$ cat src/source/poly_pkg.sv
package poly_pkg;

    // lane and pipeline geometry
    localparam int NUM_LANES = 4;
    localparam int NUM_COL   = 3;          // one horner step per column
    localparam int SAMPLE_W  = 16;
    localparam int ACC_W     = 32;

    // stream widths
    localparam int IN_KEEP_W  = 8;
    localparam int OUT_KEEP_W = 16;
    localparam int IN_DATA_W  = NUM_LANES * SAMPLE_W;
    localparam int OUT_DATA_W = NUM_LANES * ACC_W;
    localparam int IN_KEEP_PER_LANE  = IN_KEEP_W / NUM_LANES;     // 2 bits per 16-bit lane
    localparam int OUT_KEEP_PER_LANE = OUT_KEEP_W / NUM_LANES;

    // beat fifos
    localparam int FIFO_DEPTH = 16;
    localparam int FIFO_CNT_W = $clog2(FIFO_DEPTH + 1);
    // room for every beat still in the columns plus one being pushed
    localparam int EGRESS_SPACE = FIFO_DEPTH - NUM_COL - 1;

    localparam int COEF_IDX_W = $clog2(NUM_COL + 1);

    typedef logic [SAMPLE_W-1:0]  sample_t;
    typedef logic [ACC_W-1:0]     acc_t;
    typedef logic [NUM_LANES-1:0] lane_mask_t;

    typedef struct packed {
        sample_t [NUM_LANES-1:0] x;        // lane 0 in the low bits
        lane_mask_t              mask;
        logic                    last;
    } in_beat_t;

    typedef struct packed {
        acc_t [NUM_LANES-1:0] acc;
        lane_mask_t           mask;
        logic                 last;
    } out_beat_t;

    typedef struct packed {
        logic [COEF_IDX_W-1:0] idx;        // 0 is the highest-order coefficient
        acc_t                  value;
    } coef_wr_t;

endpackage
$ cat src/source/stream_egress.sv
`timescale 1ns/1ns

module stream_egress (
    input  logic                            clk,
    input  logic                            rst,
    input  poly_pkg::out_beat_t             i_out,
    input  logic                            i_push,
    input  logic                            i_tready,
    output logic                            o_space,
    output logic [poly_pkg::OUT_DATA_W-1:0] o_tdata,
    output logic [poly_pkg::OUT_KEEP_W-1:0] o_tkeep,
    output logic                            o_tlast,
    output logic                            o_tvalid,
    output logic                            o_done
);

    import poly_pkg::*;

    out_beat_t             head;
    logic                  fifo_empty;
    logic [FIFO_CNT_W-1:0] count;
    logic                  xfer;
    logic                  done_q;

    beat_fifo #(
        .T     (out_beat_t),
        .DEPTH (FIFO_DEPTH)
    ) u_out_fifo (
        .clk     (clk),
        .rst     (rst),
        .i_push  (i_push),
        .i_pop   (xfer),
        .i_din   (i_out),
        .o_dout  (head),
        .o_empty (fifo_empty),
        .o_full  (),
        .o_count (count)
    );

    assign o_tvalid = !fifo_empty;
    assign xfer     = o_tvalid && i_tready;

    // leaves room for the beats still inside the columns
    assign o_space = (count < FIFO_CNT_W'(EGRESS_SPACE));

    assign o_tdata = head.acc;
    assign o_tlast = head.last && o_tvalid;

    // one mask bit per lane becomes four byte enables
    always_comb begin
        for (int l = 0; l < NUM_LANES; l++) begin
            o_tkeep[l*OUT_KEEP_PER_LANE +: OUT_KEEP_PER_LANE] =
                {OUT_KEEP_PER_LANE{head.mask[l] && o_tvalid}};
        end
    end

    always_ff @(posedge clk) begin
        if (rst) begin
            done_q <= 1'b0;
        end else begin
            done_q <= xfer && head.last;   // pulse after the last beat leaves
        end
    end

    assign o_done = done_q;

endmodule

$ cat src/source/beat_fifo.sv
`timescale 1ns/1ns

module beat_fifo #(
    parameter type T     = logic,
    parameter int  DEPTH = 16
) (
    input  logic                       clk,
    input  logic                       rst,
    input  logic                       i_push,
    input  logic                       i_pop,
    input  T                           i_din,
    output T                           o_dout,
    output logic                       o_empty,
    output logic                       o_full,
    output logic [$clog2(DEPTH+1)-1:0] o_count
);

    localparam int PTR_W = (DEPTH > 1) ? $clog2(DEPTH) : 1;
    localparam int CNT_W = $clog2(DEPTH + 1);

    T                 mem [DEPTH];
    logic [PTR_W-1:0] wr_ptr;
    logic [PTR_W-1:0] rd_ptr;
    logic [CNT_W-1:0] count;
    logic             do_push;
    logic             do_pop;

    // wrap for depths that are not a power of two
    function automatic logic [PTR_W-1:0] ptr_inc(input logic [PTR_W-1:0] p);
        return (p == PTR_W'(DEPTH - 1)) ? '0 : p + 1'b1;
    endfunction

    assign o_empty = (count == '0);
    assign o_full  = (count == CNT_W'(DEPTH));
    assign o_count = count;
    assign do_push = i_push && !o_full;    // push on full is dropped
    assign do_pop  = i_pop && !o_empty;
    assign o_dout  = mem[rd_ptr];          // head entry, first-word fall-through

    always_ff @(posedge clk) begin
        if (do_push) begin
            mem[wr_ptr] <= i_din;
        end
    end

    always_ff @(posedge clk) begin
        if (rst) begin
            wr_ptr <= '0;
            rd_ptr <= '0;
            count  <= '0;
        end else begin
            if (do_push) begin
                wr_ptr <= ptr_inc(wr_ptr);
            end
            if (do_pop) begin
                rd_ptr <= ptr_inc(rd_ptr);
            end
            case ({do_push, do_pop})
                2'b10:   count <= count + 1'b1;
                2'b01:   count <= count - 1'b1;
                default: count <= count;   // both or neither
            endcase
        end
    end

endmodule

$ cat config.mk
export PLATFORM = sky130hd
export DESIGN_NAME = stream_egress
export DESIGN_NICKNAME = d
export VERILOG_FILES = /design/src/source/poly_pkg.sv /design/src/source/stream_egress.sv /design/src/source/beat_fifo.sv
export SDC_FILE = /design/constraint.sdc
export NUM_CORES = 2
export LEC_CHECK = 0
export BUFFER_PORTS_ARGS = -buffer_cell sky130_fd_sc_hd__clkbuf_2
export CORE_MARGIN = 2
export CORE_UTILIZATION = 65
export CTS_CLUSTER_DIAMETER = 120
export DETAILED_ROUTE_END_ITERATION = 8
export GPL_ROUTABILITY_DRIVEN = 0
export PLACE_DENSITY = 0.83
export SYNTH_ARGS = -nofsm -noshare
export SYNTH_HDL_FRONTEND = slang
export SYNTH_HIERARCHICAL = 1
export SYNTH_SLANG_ARGS = --single-unit
$ cat constraint.sdc
create_clock -name clk -period 16.76 [get_ports clk]
set_clock_uncertainty 0.05 [all_clocks]
set_input_delay 1.676 -clock clk [delete_from_list [all_inputs] [get_ports clk]]
set_output_delay 1.676 -clock clk [all_outputs]
set_load 0.05 [all_outputs]
==> metrics.txt <==
FF+latch area=64,300 um2; Max Slew Vio Count=0; Pwr Density=154 nW/um2; max cap viols=0; Residual DRC=0; commonest non-fill, non-tap cells in the layout=2,128 x edfxtp_1, 532 x mux4_2, 284 x clkbuf_2; # clock sinks=2,146; FP Rows=129; DRT Pass-1 Iters=5; clk_lat worst skew=0.83 ns; Critical Path Fanout Max=116; final worst path period need=7.71 ns; setup tns final=0 ns; H-tree depth=4; Logic pwr share=23.0%; drt via density=7.05; Reg power frac=44.7%; Die Width=356 um; Setup WS post-layout=9.05 ns; DR vias=39,200; FMAX=130 MHz; global route overflow=0; setup slack, reg-to-reg=12.58 ns; IO Count=285; Hold Vio Cnt, Final=0; Mapped Cells=3,398; Initial DRC Count=5,368; CTS tree=done; Die Span Y=356 um; actual slew at the worst max-slew pin=1.33 ns; CP endpoint kind=output pin; wire per inst=36.1 um; P_sw=4.12 mW; root buffer cell=clkbuf_16; I/O Buffers=284; routed wire length=201 mm; worst-path cell chain=buf_12 > buf_4 > buf_4 > mux4_2 > a22oi_1 > nand2_1 > clkbuf_2; core area=123,000 um2; Num CTS Buffers=196; most common cell after layout, fill and taps aside=edfxtp_1; slowest CP cell=buf_4; Synth Warn #=6; worst hold path type=reg -> reg; worst slack, placed=9.83 ns; CTS Buffer Depth=3; WP data required=15.03 ns; Critical Path Most Common Cell=buf_4; Initial Utilization=65.3%; # hold bufs at CTS=0; worst relative slew slack=10.8%; HPWL Detailed=91.2 mm; largest stage delay on the critical path=0.99 ns; delay-heaviest family, CP=buffers and inverters; status=completed; cts repair resizes=0; synthesized net count=3,543; global-route usage over all layers=32.3%; clock slew at reported path FFs=0.06 ns; Post-CTS Setup Inserts=0; Tcrit/Tclk final=46.0%; vias in the first global route=41,600; Switching Fraction=29.6%; pin count of the biggest net entering global routing=118; final setup fails=0; syn_area_per_cell=23.7 um2; first-pass GRT wire length=288 mm; CP Data Arrival Time=5.98 ns; Leak=28.1 nW; mapped cell area=80,500 um2; share of layout cells above drive strength 1=30.8%; Area growth syn-to-layout=12.0%; initial antenna violation count=30; RSZ-0062 raised after global routing=no; Bufs and invs on worst path=4; worst setup path class=reg -> out; startpoint types=flip-flop; final layout net count=3,901; area occupied by multi-input gates=15,300 um2; Fillers=6,407; Antenna Violating Nets Remaining=0; Die ar.=127,000 um2; internal power=9.81 mW; clock share of power=32.3%; Peak supply drop=0.000262 V
metrics by stage:
stage / power (mW) / utilization, % / hold WS [ns] / area [um2] / cells
detailed placement: 9.47 / 67.9 / 0.453 / 83700 / 5195
finish: 13.9 / 73.1 / 0.473 / 90200 / 5569
CTS: 14.0 / 73.1 / 0.464 / 90100 / 5555
floorplan: 8.82 / - / 0.425 / 80500 / 3398
global route: 14.3 / 73.1 / 0.502 / 90100 / 5566
global placement: 9.41 / 67.9 / 0.436 / 83700 / 5195
layout make-up:
cell class | instances | share of cell area [%]
multi-input cells | 1050 | 17.0
diodes | 14 | 0.0389
clock inverters | 117 | 1.31
repair buffers | 355 | 2.25
well taps | 1637 | 2.27
flip-flops and latches | 2146 | 71.3
inverters | 7 | 0.0319
clock buffers | 243 | 5.82
routing by layer:
layer / up-vias / track usage (%) / share of wire (%)
met1: 20500 / 42.9 / 34
met4: 32 / 13.0 / 3.6
li1: 15300 / - / -
met3: 438 / 7.47 / 11
met2: 2958 / 53.0 / 51
met5: - / 0 / 0.11
final timing paths:
path	start	end	depth (start not counted)
max reg2reg	u_out_fifo/o_count[2]	u_out_fifo/mem[13][88]	6
min	u_out_fifo/wr_ptr[1]	u_out_fifo/wr_ptr[1]	2
min reg2reg	u_out_fifo/wr_ptr[1]	u_out_fifo/wr_ptr[1]	2
max	flip-flop	o_tdata[61]	7
worst register-to-register path: cells and delay by family, from the launching register on:
| family | cells | cell delay, ns |
|---|---|---|
| AOI/OAI and AO/OA | 1 | 0.18 |
| and+or+nand+nor | 3 | 1.36 |
| DFF | 1 | 0.52 |
| buffers and inverters | 2 | 1.64 |
flip-flops by register name, indices dropped and copies added (netlist names), named ones only:
signal and cells:
u_out_fifo/rd_ptr 4, o_done 1, u_out_fifo/wr_ptr 4, u_out_fifo/mem 2128, u_out_fifo/o_count 5
power groups by stage:
stage | clock (mW) | combinational (mW) | sequential (mW)
3_3_place_gp | 0 | 3.10 | 6.31
3_5_place_dp | 0 | 3.15 | 6.33
6_report | 4.50 | 3.20 | 6.22
2_1_floorplan | 0 | 2.50 | 6.32
5_1_grt | 4.73 | 3.36 | 6.24
4_1_cts | 4.55 | 3.22 | 6.22
Power figures use the tool's default switching activity.
