--- src/source/poly_pkg.sv ---
package poly_pkg;

    // lane and pipeline geometry
    localparam int NUM_LANES = 4;
    localparam int NUM_COL   = 3;          // one horner step per column
    localparam int SAMPLE_W  = 16;
    localparam int ACC_W     = 32;

    // stream widths
    localparam int IN_KEEP_W  = 8;
    localparam int OUT_KEEP_W = 16;
    localparam int IN_DATA_W  = NUM_LANES * SAMPLE_W;
    localparam int OUT_DATA_W = NUM_LANES * ACC_W;
    localparam int IN_KEEP_PER_LANE  = IN_KEEP_W / NUM_LANES;     // 2 bits per 16-bit lane
    localparam int OUT_KEEP_PER_LANE = OUT_KEEP_W / NUM_LANES;

    // beat fifos
    localparam int FIFO_DEPTH = 16;
    localparam int FIFO_CNT_W = $clog2(FIFO_DEPTH + 1);
    // room for every beat still in the columns plus one being pushed
    localparam int EGRESS_SPACE = FIFO_DEPTH - NUM_COL - 1;

    localparam int COEF_IDX_W = $clog2(NUM_COL + 1);

    typedef logic [SAMPLE_W-1:0]  sample_t;
    typedef logic [ACC_W-1:0]     acc_t;
    typedef logic [NUM_LANES-1:0] lane_mask_t;

    typedef struct packed {
        sample_t [NUM_LANES-1:0] x;        // lane 0 in the low bits
        lane_mask_t              mask;
        logic                    last;
    } in_beat_t;

    typedef struct packed {
        acc_t [NUM_LANES-1:0] acc;
        lane_mask_t           mask;
        logic                 last;
    } out_beat_t;

    typedef struct packed {
        logic [COEF_IDX_W-1:0] idx;        // 0 is the highest-order coefficient
        acc_t                  value;
    } coef_wr_t;

endpackage
--- src/source/stream_ingress.sv ---
`timescale 1ns/1ns

module stream_ingress (
    input  logic                           clk,
    input  logic                           rst,
    input  logic [poly_pkg::IN_DATA_W-1:0] i_tdata,
    input  logic [poly_pkg::IN_KEEP_W-1:0] i_tkeep,
    input  logic                           i_tlast,
    input  logic                           i_tvalid,
    input  logic                           i_start,
    input  logic                           i_done,
    input  logic                           i_advance,
    output logic                           o_tready,
    output poly_pkg::in_beat_t             o_beat,
    output logic                           o_beat_valid
);

    import poly_pkg::*;

    typedef enum logic {
        ST_IDLE = 1'b0,
        ST_RUN  = 1'b1
    } run_state_e;

    run_state_e state_q;
    run_state_e state_d;
    in_beat_t   beat_in;
    logic       fifo_full;
    logic       fifo_empty;
    logic       push;

    always_ff @(posedge clk) begin
        if (rst) begin
            state_q <= ST_IDLE;
        end else begin
            state_q <= state_d;
        end
    end

    // job runs from the start strobe to the done pulse
    always_comb begin
        case (state_q)
            ST_IDLE: state_d = i_start ? ST_RUN : ST_IDLE;
            ST_RUN:  state_d = i_done ? ST_IDLE : ST_RUN;
            default: state_d = ST_IDLE;
        endcase
    end

    always_comb begin
        beat_in.x    = i_tdata;
        beat_in.last = i_tlast;
        for (int l = 0; l < NUM_LANES; l++) begin
            // lane counts only with both keep bits set
            beat_in.mask[l] = &i_tkeep[l*IN_KEEP_PER_LANE +: IN_KEEP_PER_LANE];
        end
    end

    assign o_tready     = (state_q == ST_RUN) && !fifo_full;
    assign push         = i_tvalid && o_tready;
    assign o_beat_valid = !fifo_empty;

    beat_fifo #(
        .T     (in_beat_t),
        .DEPTH (FIFO_DEPTH)
    ) u_in_fifo (
        .clk     (clk),
        .rst     (rst),
        .i_push  (push),
        .i_pop   (o_beat_valid && i_advance),
        .i_din   (beat_in),
        .o_dout  (o_beat),
        .o_empty (fifo_empty),
        .o_full  (fifo_full),
        .o_count ()
    );

endmodule

--- src/source/beat_fifo.sv ---
`timescale 1ns/1ns

module beat_fifo #(
    parameter type T     = logic,
    parameter int  DEPTH = 16
) (
    input  logic                       clk,
    input  logic                       rst,
    input  logic                       i_push,
    input  logic                       i_pop,
    input  T                           i_din,
    output T                           o_dout,
    output logic                       o_empty,
    output logic                       o_full,
    output logic [$clog2(DEPTH+1)-1:0] o_count
);

    localparam int PTR_W = (DEPTH > 1) ? $clog2(DEPTH) : 1;
    localparam int CNT_W = $clog2(DEPTH + 1);

    T                 mem [DEPTH];
    logic [PTR_W-1:0] wr_ptr;
    logic [PTR_W-1:0] rd_ptr;
    logic [CNT_W-1:0] count;
    logic             do_push;
    logic             do_pop;

    // wrap for depths that are not a power of two
    function automatic logic [PTR_W-1:0] ptr_inc(input logic [PTR_W-1:0] p);
        return (p == PTR_W'(DEPTH - 1)) ? '0 : p + 1'b1;
    endfunction

    assign o_empty = (count == '0);
    assign o_full  = (count == CNT_W'(DEPTH));
    assign o_count = count;
    assign do_push = i_push && !o_full;    // push on full is dropped
    assign do_pop  = i_pop && !o_empty;
    assign o_dout  = mem[rd_ptr];          // head entry, first-word fall-through

    always_ff @(posedge clk) begin
        if (do_push) begin
            mem[wr_ptr] <= i_din;
        end
    end

    always_ff @(posedge clk) begin
        if (rst) begin
            wr_ptr <= '0;
            rd_ptr <= '0;
            count  <= '0;
        end else begin
            if (do_push) begin
                wr_ptr <= ptr_inc(wr_ptr);
            end
            if (do_pop) begin
                rd_ptr <= ptr_inc(rd_ptr);
            end
            case ({do_push, do_pop})
                2'b10:   count <= count + 1'b1;
                2'b01:   count <= count - 1'b1;
                default: count <= count;   // both or neither
            endcase
        end
    end

endmodule

--- config.mk ---
export PLATFORM = sky130hd
export DESIGN_NAME = stream_ingress
export DESIGN_NICKNAME = d
export VERILOG_FILES = /design/src/source/poly_pkg.sv /design/src/source/stream_ingress.sv /design/src/source/beat_fifo.sv
export SDC_FILE = /design/constraint.sdc
export NUM_CORES = 1
export LEC_CHECK = 0
export ABC_AREA = 1
export BUFFER_PORTS_ARGS = -buffer_cell sky130_fd_sc_hd__buf_2
export CAP_MARGIN = 20
export CORE_MARGIN = 1
export CORE_UTILIZATION = 29
export DETAILED_ROUTE_END_ITERATION = 10
export HOLD_SLACK_MARGIN = 0.12
export MAX_ROUTING_LAYER = met4
export PLACE_DENSITY_LB_ADDON = 0.3
export SLEW_MARGIN = 20
export SYNTH_ARGS = -nofsm -noshare
export SYNTH_HDL_FRONTEND = slang
export SYNTH_HIERARCHICAL = 1
export SYNTH_SLANG_ARGS = --single-unit
--- constraint.sdc ---
create_clock -name clk -period 12.1 [get_ports clk]
set_clock_uncertainty 0.1 [all_clocks]
set_input_delay 2.42 -clock clk [delete_from_list [all_inputs] [get_ports clk]]
set_output_delay 2.42 -clock clk [all_outputs]
set_load 0.005 [all_outputs]
==> flow_summary.yaml <==
clock_network:
  clock_latency_ns: 0.74
  tritoncts: "built"
  root_buffer: "clkbuf_16"
  clk_pin_slew_ns: 0.06
  cts_resized: 0
  cts_max_level: 3
  clockBufferDepth: 3
  post_cts_buffers: 0
  cts_num_sinks: 1122
  postCtsHoldBufs: 0
  numCtsBuffers: 119
finish:
  stdcell_area_mm2: 0.0527
  final_util: 0.336
  final_cells: 5897
  area_delta_synth_final_pct: 14.4
  final_layout_size_suffix_gt1_frac: 0.122
  nets: 3821
status:
  status: "finished, final reports clean"
placement:
  io_buffers: 149
  post-place-cells: 5671
  placed_area_mm2: 0.0487
  gp_congestion: 0.702
  dp_hpwl_um: 56200
hold_path:
  hold_path.class: "reg2reg"
logic_synthesis:
  synth_seq_cells: 1122
  ys_async_sr_fraction: 0
  syn_nets: 3730
  mappedNetlistArea_mm2: 0.0460
  synth_ff_type: "edfxtp_1"
  seq_area_frac_synth: 0.728
  synth-compound-area-share: 0.115
  yosysTopAreaCellShare: 0.720
  yosysMostFrequentCell: "edfxtp_1"
  synth-xor-area-share: 0.000951
  synth-simple-area-share: 0.0808
  synth_top_family_by_area: "compound AO/OA/AOI/OAI gates"
  ys_warn_count: 6
  syn_area_per_cell_um2: 12.6
  muxShareOfSynthArea: 0
  ys_top_cells_by_area: "edfxtp_1, inv_1, nand3_1"
  synth_area_leader_cell: "edfxtp_1"
  synthAdderAreaFrac: 0.00217
  ys_types: 23
  synth_edf_count: 1104
  syn_inst: 3643
  synth_common_cells: "edfxtp_1, inv_1, nand3_1, nand2_1, a21oi_1"
sta:
  worst_pin_slew_ns: 1.11
  finalCritPeriodShare: 0.580
  hold_violations: 0
  fin_crit_ns: 7.01
  rsz0062_at_grt: "no"
  relSlewSlack: 0.262
  setup_viol: 0
  max_freq_ghz: 0.143
  drv_slew: 0
  setup_tns_ns: 0
global_routing:
  antenna_found_initial: 20
  grt-ovfl-total: 0
  grt_pass1_vias: 26700
  grt_pass1_wl_um: 176000
  grt_max_degree: 245
  gr-usage-all-layers: 0.151
drt:
  via_per_inst: 4.65
  routed_wirelength_um: 119000
  final_antenna_net_count: 0
  vias: 27400
  firstDrtPassIters: 7
  wl_per_cell_um: 20.1
  drt_iter0_markers: 2405
  drc: 0
floorplan:
  die_area_mm2: 0.160
  start_util: 0.293
  die_x_um: 400
  pin_count: 150
  core_region_area_mm2: 0.157
  die_h_um: 400
  placementRows: 145
critical_path:
  cp_slowest_stage_delay_ns: 0.94
  cp-start-kind: "register"
  worst_setup_path_end_kind: "output port"
  path_cells: "buf_4 > buf_4 > o211ai_1 > nand3_1 > nand3_1 > nand2_1 > buf_2"
  crit_slowest_cell: "buf_4"
  cp_top_family: "buffers and inverters"
  crit_buf_inv: 3
  worstSetupPathType: "reg2out"
  arrival_ns: 4.49
  worstPathRequired_ns: 9.58
  path_max_fanout: 85
power_and_ir_drop:
  vdd_drop_max_mv: 0.120
  powerDensity_mw_per_mm2: 175
  p_leak_nw: 18.2
flow_run:
  drv_cap: 0
==> metrics by stage <==
step                      hold WS [ns]  total power, mW  setup slack, ns
after global routing             0.452             9.61             4.73
after CTS                        0.412             9.32             4.94
after detailed placement         0.398             5.65             5.77
after global placement           0.398             5.64             5.72
final                            0.411             9.20             5.09
after floorplan                  0.359             5.28             5.62
==> flip-flops by register name, indices dropped and copies added, names as in the netlist, named ones only <==
name and cells:
u_in_fifo/wr_ptr 4, u_in_fifo/rd_ptr 4, state_q 1, u_in_fifo/mem 1104, u_in_fifo/o_count 5
==> cell usage in the layout (no fill, tap or decap), types with 71 or more instances in the layout <==
cell type / n
edfxtp_1: 1104
buf_2: 149
clkbuf_16: 119
nand2_1: 390
a21oi_1: 286
o211ai_1: 205
inv_1: 584
nand3_1: 425
o211ai_2: 71
o21ai_0: 284
==> cells by family (layout without fill, tap and decap cells) <==
family                   Yosys count  count (layout)
other                              0               6
AO/OA/AOI/OAI                    846             846
flip-flops                      1122            1122
adder cells (fa/ha/maj)            8               8
AND/OR/NAND/NOR                  846             846
XOR/XNOR                           5               5
buffers and inverters            816            1006
==> metal layers <==
metal	global-route usage	wire (um)
met5	-	0
met4	0.0333	1880
met3	0.0227	5230
met2	0.241	56500
met1	0.202	55000
==> power breakdown <==
group / internal (mW) / switching (mW)
logic: 0.389 / 0.798
clock network: 2.09 / 1.56
registers: 4.31 / 0.0486
==> layout make-up <==
cell class              count  area (um^2)
well taps                2058         2570
repair buffers            200         1170
inverters                 586         2210
diodes                      6         15.0
flip-flops and latches   1122        33500
multi-input cells        1705         9270
fillers                 15300       104000
clock inverters            74          825
clock buffers             146         3080
==> final timing paths <==
path	startpoint	end	slack, ns	cells past startpoint
min reg2reg	u_in_fifo/rd_ptr[0]$_SDFFE_PP0N_	register	0.41	2
min	u_in_fifo/rd_ptr[0]$_SDFFE_PP0N_	register	0.41	2
max reg2reg	u_in_fifo/o_count[0]$_SDFFE_PP0P_	u_in_fifo/mem[7][41]$_DFFE_PP_	7.82	12
max	register	o_beat[46]	5.09	7
==> worst min-delay path, stage by stage, from the launching register on <==
cell,delay [ns]
dfxtp_1,0.33
nand2_1,0.07
a21oi_1,0.07
No activity file was read; power rests on OpenSTA's default activity.
